### src/source/ucode_mon_settings.svh
/*
 ucode monitor settings
 widths and rule count for the microcode sequencer checker
*/
`ifndef UCODE_MON_SETTINGS_SVH
`define UCODE_MON_SETTINGS_SVH

// stack-cache address width
`define UM_ADDR_W 32

// optop, vars, frame and cp width
`define UM_REG_W 32

// kept rules, one bit each in the violation record
`define UM_RULE_CNT 8

`endif
### src/source/ucode_mon_pkg.sv
/*
 ucode monitor package
 microcode field encodings, rule codes and the violation record
*/
package ucode_mon_pkg;

	// f01, stack write field; 4 to 7 are other stack writes
	typedef enum logic [2:0] {
		F01_IDLE           = 3'd0,
		F01_WT_STK         = 3'd1,
		F01_WT_DREG_STK    = 3'd2,
		F01_WT_DREG_STK_M8 = 3'd3
	} f01_t;

	// f02, stack read field; anything but idle reads
	typedef enum logic [1:0] {
		F02_IDLE = 2'd0
	} f02_t;

	// f03, data cache field
	typedef enum logic [1:0] {
		F03_IDLE      = 2'd0,
		F03_RD_DCACHE = 2'd1,
		F03_WT_DCACHE = 2'd2,
		F03_ARY_LD    = 2'd3
	} f03_t;

	// f05, register write field; 6 and 7 are other registers
	typedef enum logic [2:0] {
		F05_IDLE       = 3'd0,
		F05_WT_A_OPTOP = 3'd1,
		F05_WT_V_OPTOP = 3'd2,
		F05_WT_A_VARS  = 3'd3,
		F05_WT_A_FRAME = 3'd4,
		F05_WT_A_CONST_P = 3'd5
	} f05_t;

	// rule numbers as reported on err_rule
	typedef enum logic [3:0] {
		NONE       = 4'd0,
		SAME_ADDR  = 4'd1,
		SPECIAL_RD = 4'd4,
		EXC_DONE   = 4'd5,
		STALL_EXC  = 4'd7,
		LAST_DONE  = 4'd8,
		LAST_REG   = 4'd9,
		TRAP_OP    = 4'd14,
		REG_READ   = 4'd15
	} rule_t;

	// one bit per kept rule, rule 1 in bit 0
	typedef struct packed {
		logic reg_read;
		logic trap_op;
		logic last_reg;
		logic last_done;
		logic stall_exc;
		logic exc_done;
		logic special_rd;
		logic same_addr;
	} rule_vec_t;

endpackage

### src/source/ucode_class_if.sv
/*
 decoded microcode access classes, decoder to rule checkers
*/
`timescale 1ns/1ps

interface ucode_class_if;
	// stack cache
	logic wt_stk;
	logic rd_stk;
	logic special_req;
	// data cache
	logic dc_read;
	logic dc_access;
	// register writes
	logic optop_wr;
	logic vars_wr;
	logic base_wr;

	modport decode (output wt_stk, rd_stk, special_req, dc_read, dc_access,
		optop_wr, vars_wr, base_wr);
	modport check (input wt_stk, rd_stk, special_req, dc_read, dc_access,
		optop_wr, vars_wr, base_wr);
endinterface

### src/source/ucode_monitor.sv
/*
 microcode sequencer monitor, top level
 decodes fields, runs the rule checkers and reports the first failing rule
*/
`timescale 1ns/1ps
`include "ucode_mon_settings.svh"

module ucode_monitor (
	input logic clk,
	input logic rst,
	input logic mon_en,
	input logic [2:0] u_f01,
	input logic [1:0] u_f02,
	input logic [1:0] u_f03,
	input logic [2:0] u_f05,
	input logic [`UM_ADDR_W-1:0] addr_st_wt,
	input logic [`UM_ADDR_W-1:0] addr_st_rd,
	input logic u_exception,
	input logic ie_stall_ucode,
	input logic u_last,
	input logic u_done,
	input logic iu_trap_r,
	input logic ifu_op_valid_r,
	input logic u_ref_null_c,
	input logic u_ary_ovf_c,
	input logic gc_trap_c,
	input logic u_ptr_un_eq_c,
	input logic nxt_ucode_last,
	input logic reg_enable,
	input logic [`UM_REG_W-1:0] vars,
	input logic [`UM_REG_W-1:0] frame,
	input logic [`UM_REG_W-1:0] cp,
	output logic err_valid,
	output logic [3:0] err_rule,
	output logic [`UM_RULE_CNT-1:0] err_seen
);

	ucode_mon_pkg::f01_t f01;
	ucode_mon_pkg::f02_t f02;
	ucode_mon_pkg::f03_t f03;
	ucode_mon_pkg::f05_t f05;
	ucode_mon_pkg::rule_vec_t viol_cycle;
	ucode_mon_pkg::rule_vec_t viol_stage;
	ucode_mon_pkg::rule_vec_t viol_reg;
	ucode_mon_pkg::rule_t rule_q;
	ucode_mon_pkg::rule_vec_t seen_q;

	// raw fields onto the encodings, unnamed values pass through
	assign f01 = ucode_mon_pkg::f01_t'(u_f01);
	assign f02 = ucode_mon_pkg::f02_t'(u_f02);
	assign f03 = ucode_mon_pkg::f03_t'(u_f03);
	assign f05 = ucode_mon_pkg::f05_t'(u_f05);

	ucode_class_if cls_if ();

	ucode_field_decode u_decode (
		.u_f01(f01),
		.u_f02(f02),
		.u_f03(f03),
		.u_f05(f05),
		.cls(cls_if.decode)
	);

	cycle_rule_check u_cycle (
		.cls(cls_if.check),
		.addr_st_wt(addr_st_wt),
		.addr_st_rd(addr_st_rd),
		.u_exception(u_exception),
		.ie_stall_ucode(ie_stall_ucode),
		.u_last(u_last),
		.u_done(u_done),
		.iu_trap_r(iu_trap_r),
		.ifu_op_valid_r(ifu_op_valid_r),
		.viol(viol_cycle)
	);

	stage_rule_check u_stage (
		.clk(clk),
		.rst(rst),
		.cls(cls_if.check),
		.u_ref_null_c(u_ref_null_c),
		.u_ary_ovf_c(u_ary_ovf_c),
		.gc_trap_c(gc_trap_c),
		.u_ptr_un_eq_c(u_ptr_un_eq_c),
		.u_done(u_done),
		.nxt_ucode_last(nxt_ucode_last),
		.reg_enable(reg_enable),
		.u_exception(u_exception),
		.viol(viol_stage)
	);

	reg_change_check u_reg (
		.clk(clk),
		.rst(rst),
		.cls(cls_if.check),
		.u_done(u_done),
		.vars(vars),
		.frame(frame),
		.cp(cp),
		.viol(viol_reg)
	);

	ucode_mon_ctrl u_ctrl (
		.clk(clk),
		.rst(rst),
		.mon_en(mon_en),
		.viol_cycle(viol_cycle),
		.viol_stage(viol_stage),
		.viol_reg(viol_reg),
		.err_valid(err_valid),
		.err_rule(rule_q),
		.err_seen(seen_q)
	);

	// plain vectors at the boundary
	assign err_rule = rule_q;
	assign err_seen = seen_q;

endmodule

### src/source/ucode_mon_ctrl.sv
/*
 monitor control
 enable masking, lowest-rule pick, error strobe and sticky record
*/
`timescale 1ns/1ps
`include "ucode_mon_settings.svh"

module ucode_mon_ctrl (
	input logic clk,
	input logic rst,
	input logic mon_en,
	input ucode_mon_pkg::rule_vec_t viol_cycle,
	input ucode_mon_pkg::rule_vec_t viol_stage,
	input ucode_mon_pkg::rule_vec_t viol_reg,
	output logic err_valid,
	output ucode_mon_pkg::rule_t err_rule,
	output ucode_mon_pkg::rule_vec_t err_seen
);

	logic [`UM_RULE_CNT-1:0] viol_bits;
	ucode_mon_pkg::rule_t first;

	// record bit index to rule number
	function automatic ucode_mon_pkg::rule_t rule_code(input int idx);
		case (idx)
			0: return ucode_mon_pkg::SAME_ADDR;
			1: return ucode_mon_pkg::SPECIAL_RD;
			2: return ucode_mon_pkg::EXC_DONE;
			3: return ucode_mon_pkg::STALL_EXC;
			4: return ucode_mon_pkg::LAST_DONE;
			5: return ucode_mon_pkg::LAST_REG;
			6: return ucode_mon_pkg::TRAP_OP;
			7: return ucode_mon_pkg::REG_READ;
			default: return ucode_mon_pkg::NONE;
		endcase
	endfunction

	// checkers own disjoint bits, mon_en masks the whole cycle
	assign viol_bits = (viol_cycle | viol_stage | viol_reg) & {`UM_RULE_CNT{mon_en}};

	// scan downwards so the lowest rule wins
	always_comb begin
		first = ucode_mon_pkg::NONE;
		for (int i = `UM_RULE_CNT - 1; i >= 0; i--) begin
			if (viol_bits[i])
				first = rule_code(i);
		end
	end

	always_ff @(posedge clk) begin
		if (rst) begin
			err_valid <= 1'b0;
			err_rule <= ucode_mon_pkg::NONE;
			err_seen <= '0;
		end else begin
			err_valid <= |viol_bits;
			err_rule <= first;
			// sticky until reset
			err_seen <= err_seen | viol_bits;
		end
	end

	// strobe always carries a rule
	a_valid_rule: assert property (@(posedge clk) disable iff (rst)
		err_valid |-> err_rule != ucode_mon_pkg::NONE);

endmodule

### src/source/reg_change_check.sv
/*
 rule 15 tracker
 snapshots vars, frame and cp on base writes and flags later d$ reads
*/
`timescale 1ns/1ps
`include "ucode_mon_settings.svh"

module reg_change_check (
	input logic clk,
	input logic rst,
	ucode_class_if.check cls,
	input logic u_done,
	input logic [`UM_REG_W-1:0] vars,
	input logic [`UM_REG_W-1:0] frame,
	input logic [`UM_REG_W-1:0] cp,
	output ucode_mon_pkg::rule_vec_t viol
);

	logic armed_q;
	logic changed_q;
	logic [`UM_REG_W-1:0] vars_snap;
	logic [`UM_REG_W-1:0] frame_snap;
	logic [`UM_REG_W-1:0] cp_snap;
	logic armed_now;
	logic diff;
	logic changed_now;

	// base write this cycle arms at once
	assign armed_now = armed_q | cls.base_wr;

	// a fresh snapshot equals the current values, so only compare old ones
	assign diff = armed_q & ~cls.base_wr &
		((vars != vars_snap) | (frame != frame_snap) | (cp != cp_snap));

	assign changed_now = changed_q | diff;

	always_ff @(posedge clk) begin
		if (rst || u_done) begin
			// end of the ucode sequence drops the tracker
			armed_q <= 1'b0;
			changed_q <= 1'b0;
		end else begin
			armed_q <= armed_now;
			changed_q <= changed_now;
		end
	end

	// base register values at the latest base write
	always_ff @(posedge clk) begin
		if (~u_done && cls.base_wr) begin
			vars_snap <= vars;
			frame_snap <= frame;
			cp_snap <= cp;
		end
	end

	always_comb begin
		viol = '0;
		viol.reg_read = ~u_done & armed_now & changed_now & cls.dc_read;
	end

	// change is only tracked after a base write
	a_changed_armed: assert property (@(posedge clk) disable iff (rst)
		changed_q |-> armed_q);

endmodule

### src/source/stage_rule_check.sv
/*
 pipelined rule checker
 rule 5 across E, C and W, rule 9 one cycle after next-last
*/
`timescale 1ns/1ps

module stage_rule_check (
	input logic clk,
	input logic rst,
	ucode_class_if.check cls,
	input logic u_ref_null_c,
	input logic u_ary_ovf_c,
	input logic gc_trap_c,
	input logic u_ptr_un_eq_c,
	input logic u_done,
	input logic nxt_ucode_last,
	input logic reg_enable,
	input logic u_exception,
	output ucode_mon_pkg::rule_vec_t viol
);

	logic acc_e;
	logic exc_c;
	// access seen last cycle, now in C
	logic acc_c;
	// access plus C exception, now in W
	logic flag_w;
	// next cycle is the last ucode cycle
	logic last_q;

	// s$ or d$ touched in E
	assign acc_e = cls.wt_stk | cls.rd_stk | cls.dc_access;

	// the four C-stage exceptions
	assign exc_c = u_ref_null_c | u_ary_ovf_c | gc_trap_c | u_ptr_un_eq_c;

	always_ff @(posedge clk) begin
		if (rst) begin
			acc_c <= 1'b0;
			flag_w <= 1'b0;
			last_q <= 1'b0;
		end else begin
			acc_c <= acc_e;
			flag_w <= acc_c & exc_c;
			// exception cancels the last-cycle marker
			last_q <= nxt_ucode_last & reg_enable & ~u_exception;
		end
	end

	always_comb begin
		viol = '0;
		// rule 5 needs u_done in the W stage
		viol.exc_done = flag_w & ~u_done;
		// rule 9 forbids optop or vars writes in the last cycle
		viol.last_reg = last_q & (cls.optop_wr | cls.vars_wr);
	end

	// a W flag goes back to an E access two cycles and a C exception one cycle earlier
	a_w_from_e: assert property (@(posedge clk) disable iff (rst)
		flag_w |-> $past(acc_e, 2) && $past(exc_c));

endmodule

### src/source/cycle_rule_check.sv
/*
 single-cycle rule checker
 rules 1, 4, 7, 8 and 14, all on the current cycle's inputs
*/
`timescale 1ns/1ps
`include "ucode_mon_settings.svh"

module cycle_rule_check (
	ucode_class_if.check cls,
	input logic [`UM_ADDR_W-1:0] addr_st_wt,
	input logic [`UM_ADDR_W-1:0] addr_st_rd,
	input logic u_exception,
	input logic ie_stall_ucode,
	input logic u_last,
	input logic u_done,
	input logic iu_trap_r,
	input logic ifu_op_valid_r,
	output ucode_mon_pkg::rule_vec_t viol
);

	logic same_addr;

	// stack cache port collision
	assign same_addr = (addr_st_wt == addr_st_rd);

	always_comb begin
		// bits owned by other checkers stay low
		viol = '0;

		// rule 1, read and write hit one s$ entry
		viol.same_addr = cls.wt_stk & cls.rd_stk & same_addr;

		// rule 4, special request needs a d$ read
		viol.special_rd = cls.special_req & ~cls.dc_read;

		// rule 7, no exception while stalled
		viol.stall_exc = ie_stall_ucode & u_exception;

		// rule 8
		viol.last_done = u_last & ~u_done;

		// rule 14, trap and valid opcode exclusive
		viol.trap_op = iu_trap_r & ifu_op_valid_r;
	end

endmodule

### src/source/ucode_field_decode.sv
/*
 microcode field decoder
 turns f01, f02, f03 and f05 into the access classes the checkers use
*/
`timescale 1ns/1ps

module ucode_field_decode (
	input ucode_mon_pkg::f01_t u_f01,
	input ucode_mon_pkg::f02_t u_f02,
	input ucode_mon_pkg::f03_t u_f03,
	input ucode_mon_pkg::f05_t u_f05,
	ucode_class_if.decode cls
);

	// any stack write, special requests included
	assign cls.wt_stk = (u_f01 != ucode_mon_pkg::F01_IDLE);

	// any non-idle f02 reads the stack
	assign cls.rd_stk = (u_f02 != ucode_mon_pkg::F02_IDLE);

	// d$ data written into s$
	assign cls.special_req = (u_f01 == ucode_mon_pkg::F01_WT_DREG_STK) ||
		(u_f01 == ucode_mon_pkg::F01_WT_DREG_STK_M8);

	// array load also reads d$
	assign cls.dc_read = (u_f03 == ucode_mon_pkg::F03_RD_DCACHE) ||
		(u_f03 == ucode_mon_pkg::F03_ARY_LD);

	assign cls.dc_access = (u_f03 != ucode_mon_pkg::F03_IDLE);

	// both optop write flavours
	assign cls.optop_wr = (u_f05 == ucode_mon_pkg::F05_WT_A_OPTOP) ||
		(u_f05 == ucode_mon_pkg::F05_WT_V_OPTOP);

	assign cls.vars_wr = (u_f05 == ucode_mon_pkg::F05_WT_A_VARS);

	// writes that move a base pointer, used by rule 15
	assign cls.base_wr = (u_f05 == ucode_mon_pkg::F05_WT_A_VARS) ||
		(u_f05 == ucode_mon_pkg::F05_WT_A_FRAME) ||
		(u_f05 == ucode_mon_pkg::F05_WT_A_CONST_P);

endmodule

### config.mk
export PLATFORM = sky130hd
export DESIGN_NAME = ucode_monitor
export DESIGN_NICKNAME = d
export VERILOG_FILES = /design/src/source/ucode_mon_pkg.sv /design/src/source/ucode_class_if.sv /design/src/source/ucode_monitor.sv /design/src/source/ucode_mon_ctrl.sv /design/src/source/reg_change_check.sv /design/src/source/stage_rule_check.sv /design/src/source/cycle_rule_check.sv /design/src/source/ucode_field_decode.sv
export VERILOG_INCLUDE_DIRS = /design/src /design/src/source
export SDC_FILE = /design/constraint.sdc
export NUM_CORES = 1
export LEC_CHECK = 0
export ABC_AREA = 1
export BUFFER_PORTS_ARGS = -buffer_cell sky130_fd_sc_hd__buf_2
export CORE_MARGIN = 10
export CORE_UTILIZATION = 35
export DETAILED_ROUTE_END_ITERATION = 12
export HOLD_SLACK_MARGIN = 0.05
export PLACE_DENSITY = 0.57
export SLEW_MARGIN = 10
export SYNTH_ARGS = -nofsm -noshare
export SYNTH_HDL_FRONTEND = slang
export SYNTH_HIERARCHICAL = 1
export SYNTH_SLANG_ARGS = --single-unit
### constraint.sdc
create_clock -name clk -period 6.8 [get_ports clk]
set_input_delay 0.68 -clock clk [delete_from_list [all_inputs] [get_ports clk]]
set_output_delay 0.68 -clock clk [all_outputs]
set_load 0.05 [all_outputs]
==> results by group <==
Min path
  – Hold Crit Start: u_ctrl/err_seen[6]
  – Hold Path Stages: 2
  – Min-delay worst type: register to register
  – Worst-case hold path end point: u_ctrl/err_seen[6]

Clocking
  – Worst-skew pair later-pin latency: 0.40 ns
  – CTS clk-pin slew, worst paths: 0.05 ns
  – Clock root buffer: clkbuf_16
  – Cts bufs inserted: 17
  – Post-cts resize count: 0
  – Setup repair bufs after CTS: 0
  – Hold_buf cts: 0
  – Clock sink count: 114
  – CTS tree: done
  – Clock tree buffer depth: 2
  – Depth of the CTS H-tree: 4

Cells and area
  – Fin util: 0.459
  – Multi-input gate area: between 2000 and 2500 sq um
  – Final Instance Area: about 8000 sq um
  – Final Net Count: 1214
  – Layout cells sized above 1: 0.238
  – Layout area overhead: 28.0%
  – Filler Cell Count: 1772
  – Register area: 3240 sq um

Critical path
  – Worst r2r src: u_reg/cp_snap[7]
  – Startpoint types: input port
  – Worst setup EP type: register
  – Critical Path RT: 6.82 ns
  – R2r endpoint: u_ctrl/err_valid
  – Crit Path Category: input port to register
  – Reg2reg setup slack: 4.74 ns
  – FF-to-FF path depth: 16
  – WP data arrival: roughly 2.7 ns
  – Critical Path Fanout Max: between 60 and 70

Synth
  – Top cell type's share of synthesized area: 0.462
  – Post-Syn Area: between 6000 and 7000 sq um
  – Post-synthesis sequential area ratio: 0.519
  – Post-synthesis register bit count: 114
  – Post-synth top area cell: edfxtp_1
  – Syn Area/Cell: approximately 7.6 sq um
  – Synth cell types: 23
  – Gate Count Post-Synth: just over 800
  – Synth Warn #: 6
  – Most area-consuming cells after synthesis: edfxtp_1 46%, nand2_1 15%, nor2_1 11%, inv_1 9.7%, dfxtp_1 5.8%

Timing
  – Least-Margin Pin Slew: 0.947 ns
  – Setup TNS: 0 ns
  – Peak Freq: 371 MHz
  – Setup violators final: 0
  – Final worst path period share: 0.397
  – Hold WS: 0.446 ns
  – RSZ-0062 raised after global routing: no
  – Min cycle time layout: between 2 and 3 ns
  – Slew Limit Headroom: 0.367
  – Max Transition Viols Final: 0
  – Setup WS post-layout: about 4.1 ns
  – Hold Fails Final Rpt: 0
  – Setup Skew: 0.00857 ns

Drt
  – DR DRC count: 0
  – Pre-antenna DRT Iters: 4
  – Number of DRC violations after detailed-routing iteration 0: around 170
  – Via/cell ratio: approximately 4
  – Via Count: 5167
  – Detailed Route WL: around 15 mm
  – Final ANT Viol Nets: 0
  – Wire length per cell: 11.8 microns

Global routing
  – First-pass GRT wire length: 24.5 mm
  – GR Overflow Total: 0
  – Vias in the first global route: about 5300
  – GRT Overall Usage: 0.128
  – Largest net degree at the start of global routing: 68
  – Antenna violations before repair: 3

Run status
  – Status: finished clean

Placed design
  – Place WS: 3.67 ns
  – # port buffers: 197
  – Area after DPL: 7450 sq um
  – Final Wtd Congestion: 0.760
  – Post-DP HPWL: 12.2 mm

Pwr
  – Pwr dens: 235 nW/um^2
  – VDD IR-drop max: ~160 uV
  – Pleak: 4.25 nW

Floorplan
  – Cell Rows: 48
  – Die Span X: 154 microns
  – I/O pin total: 198
  – DIE AREA: about 24000 sq um
  – Core Area: 17400 sq um
  – Starting density of the core: 0.358
  – Die Y-Extent: 154 microns

Flow run
  – Maxcap violations: 0
## sequential cells by signal, summed over array words and instances, names as in the netlist, 4 cells and up
name,count
u_ctrl/err_seen,8
u_reg/cp_snap,32
u_ctrl/err_rule,4
u_reg/vars_snap,32
u_reg/frame_snap,32
## worst max-delay path, cell delays in order
cell     delay (ns)
buf_2          0.10
inv_1          0.06
nand3_1        0.09
nand2_1        0.09
inv_1          0.09
nor2_4         0.72
buf_4          0.83
## cells in the mapped netlist (all sizes together)
master  instances
a21oi          13
buf            16
clkbuf          2
conb            3
dfxtp          18
edfxtp         96
inv           165
nand2         250
nand3           7
nor2          191
nor3            8
o211ai          1
o21a            2
o21ai           1
or2             6
xnor2           8
xor2           30
## how the worst max path moves through the flow
stage	cells after the start	start	end	slack, ns
2_1_floorplan	5	u_f05[2]	u_reg/cp_snap[0]	1.28
3_3_place_gp	7	u_f05[2]	u_reg/frame_snap[19]	3.68
3_5_place_dp	7	u_f05[2]	u_reg/frame_snap[24]	3.67
4_1_cts	7	u_f05[2]	u_reg/frame_snap[28]	4.09
5_1_grt	7	u_f05[2]	u_reg/frame_snap[19]	3.90
6_report	7	u_f05[2]	u_reg/frame_snap[22]	4.10
## layer usage
| metal | GRT usage | routed length [microns] |
|---|---|---|
| met3 | 0.0619 | 1430 |
| met2 | 0.202 | 6690 |
| met1 | 0.144 | 6480 |
| met4 | 0.0535 | 374 |
| met5 | 0 | 18 |
## kinds of logic after synthesis
kind of cell / count (synthesis) / share of synthesized area
and+or+nand+nor: 462 / 0.289
buffers and inverters: 183 / 0.120
DFF: 114 / 0.519
other: 3 / 0.00180
AOI/OAI and AO/OA: 17 / 0.0166
xor gates and xnor gates: 38 / 0.0533
## cells in the final DEF (no fill, tap or decap)
| master | count |
|---|---|
| nand2_1 | 249 |
| buf_2 | 197 |
| nor2_1 | 184 |
| inv_1 | 162 |
| edfxtp_1 | 96 |
| xor2_1 | 30 |
| clkbuf_16 | 18 |
| dfxtp_1 | 18 |
| conb_1 | 16 |
| a21oi_1 | 10 |
| xnor2_1 | 8 |
| nand3_1 | 7 |
| nor2_2 | 6 |
| clkinv_2 | 5 |
| nor3_2 | 4 |
| nor3_1 | 4 |
| clkbuf_1 | 3 |
| inv_2 | 3 |
| a21oi_2 | 3 |
| or2_1 | 3 |
| or2_2 | 3 |
| inv_4 | 2 |
| clkbuf_8 | 2 |
| clkinv_4 | 2 |
| o21a_1 | 2 |
| diode_2 | 1 |
| nand2_2 | 1 |
| o21ai_0 | 1 |
| o211ai_1 | 1 |
| nor2_4 | 1 |
| buf_4 | 1 |
## through the flow
step / power, mW / instances
6_report: 1.88 / 1268
5_1_grt: 1.98 / 1268
4_1_cts: 1.91 / 1267
3_5_place_dp: 1.09 / 1235
3_3_place_gp: 1.08 / 1235
2_1_floorplan: 0.994 / 830
## layout make-up
| cell class | count | area share |
|---|---|---|
| Clock inverter | 9 | 0.00689 |
| Antenna cell | 1 | 0.000313 |
| Timing Repair Buffer | 198 | 0.124 |
| Sequential cell | 114 | 0.406 |
| Multi-Input combinational cell | 533 | 0.289 |
| Inverter | 165 | 0.0775 |
| Clock buffer | 23 | 0.0612 |
| Tap cell | 225 | 0.0352 |
## report_power, final
part	leakage [nW]	internal (mW)	total [mW]	switching, mW
sequential	1.04	0.810	0.830	0.0192
clock	0.276	0.504	0.809	0.305
combinational	2.93	0.100	0.243	0.143
total	4.25	1.42	1.88	0.467
(Power assumes the default switching activity.)
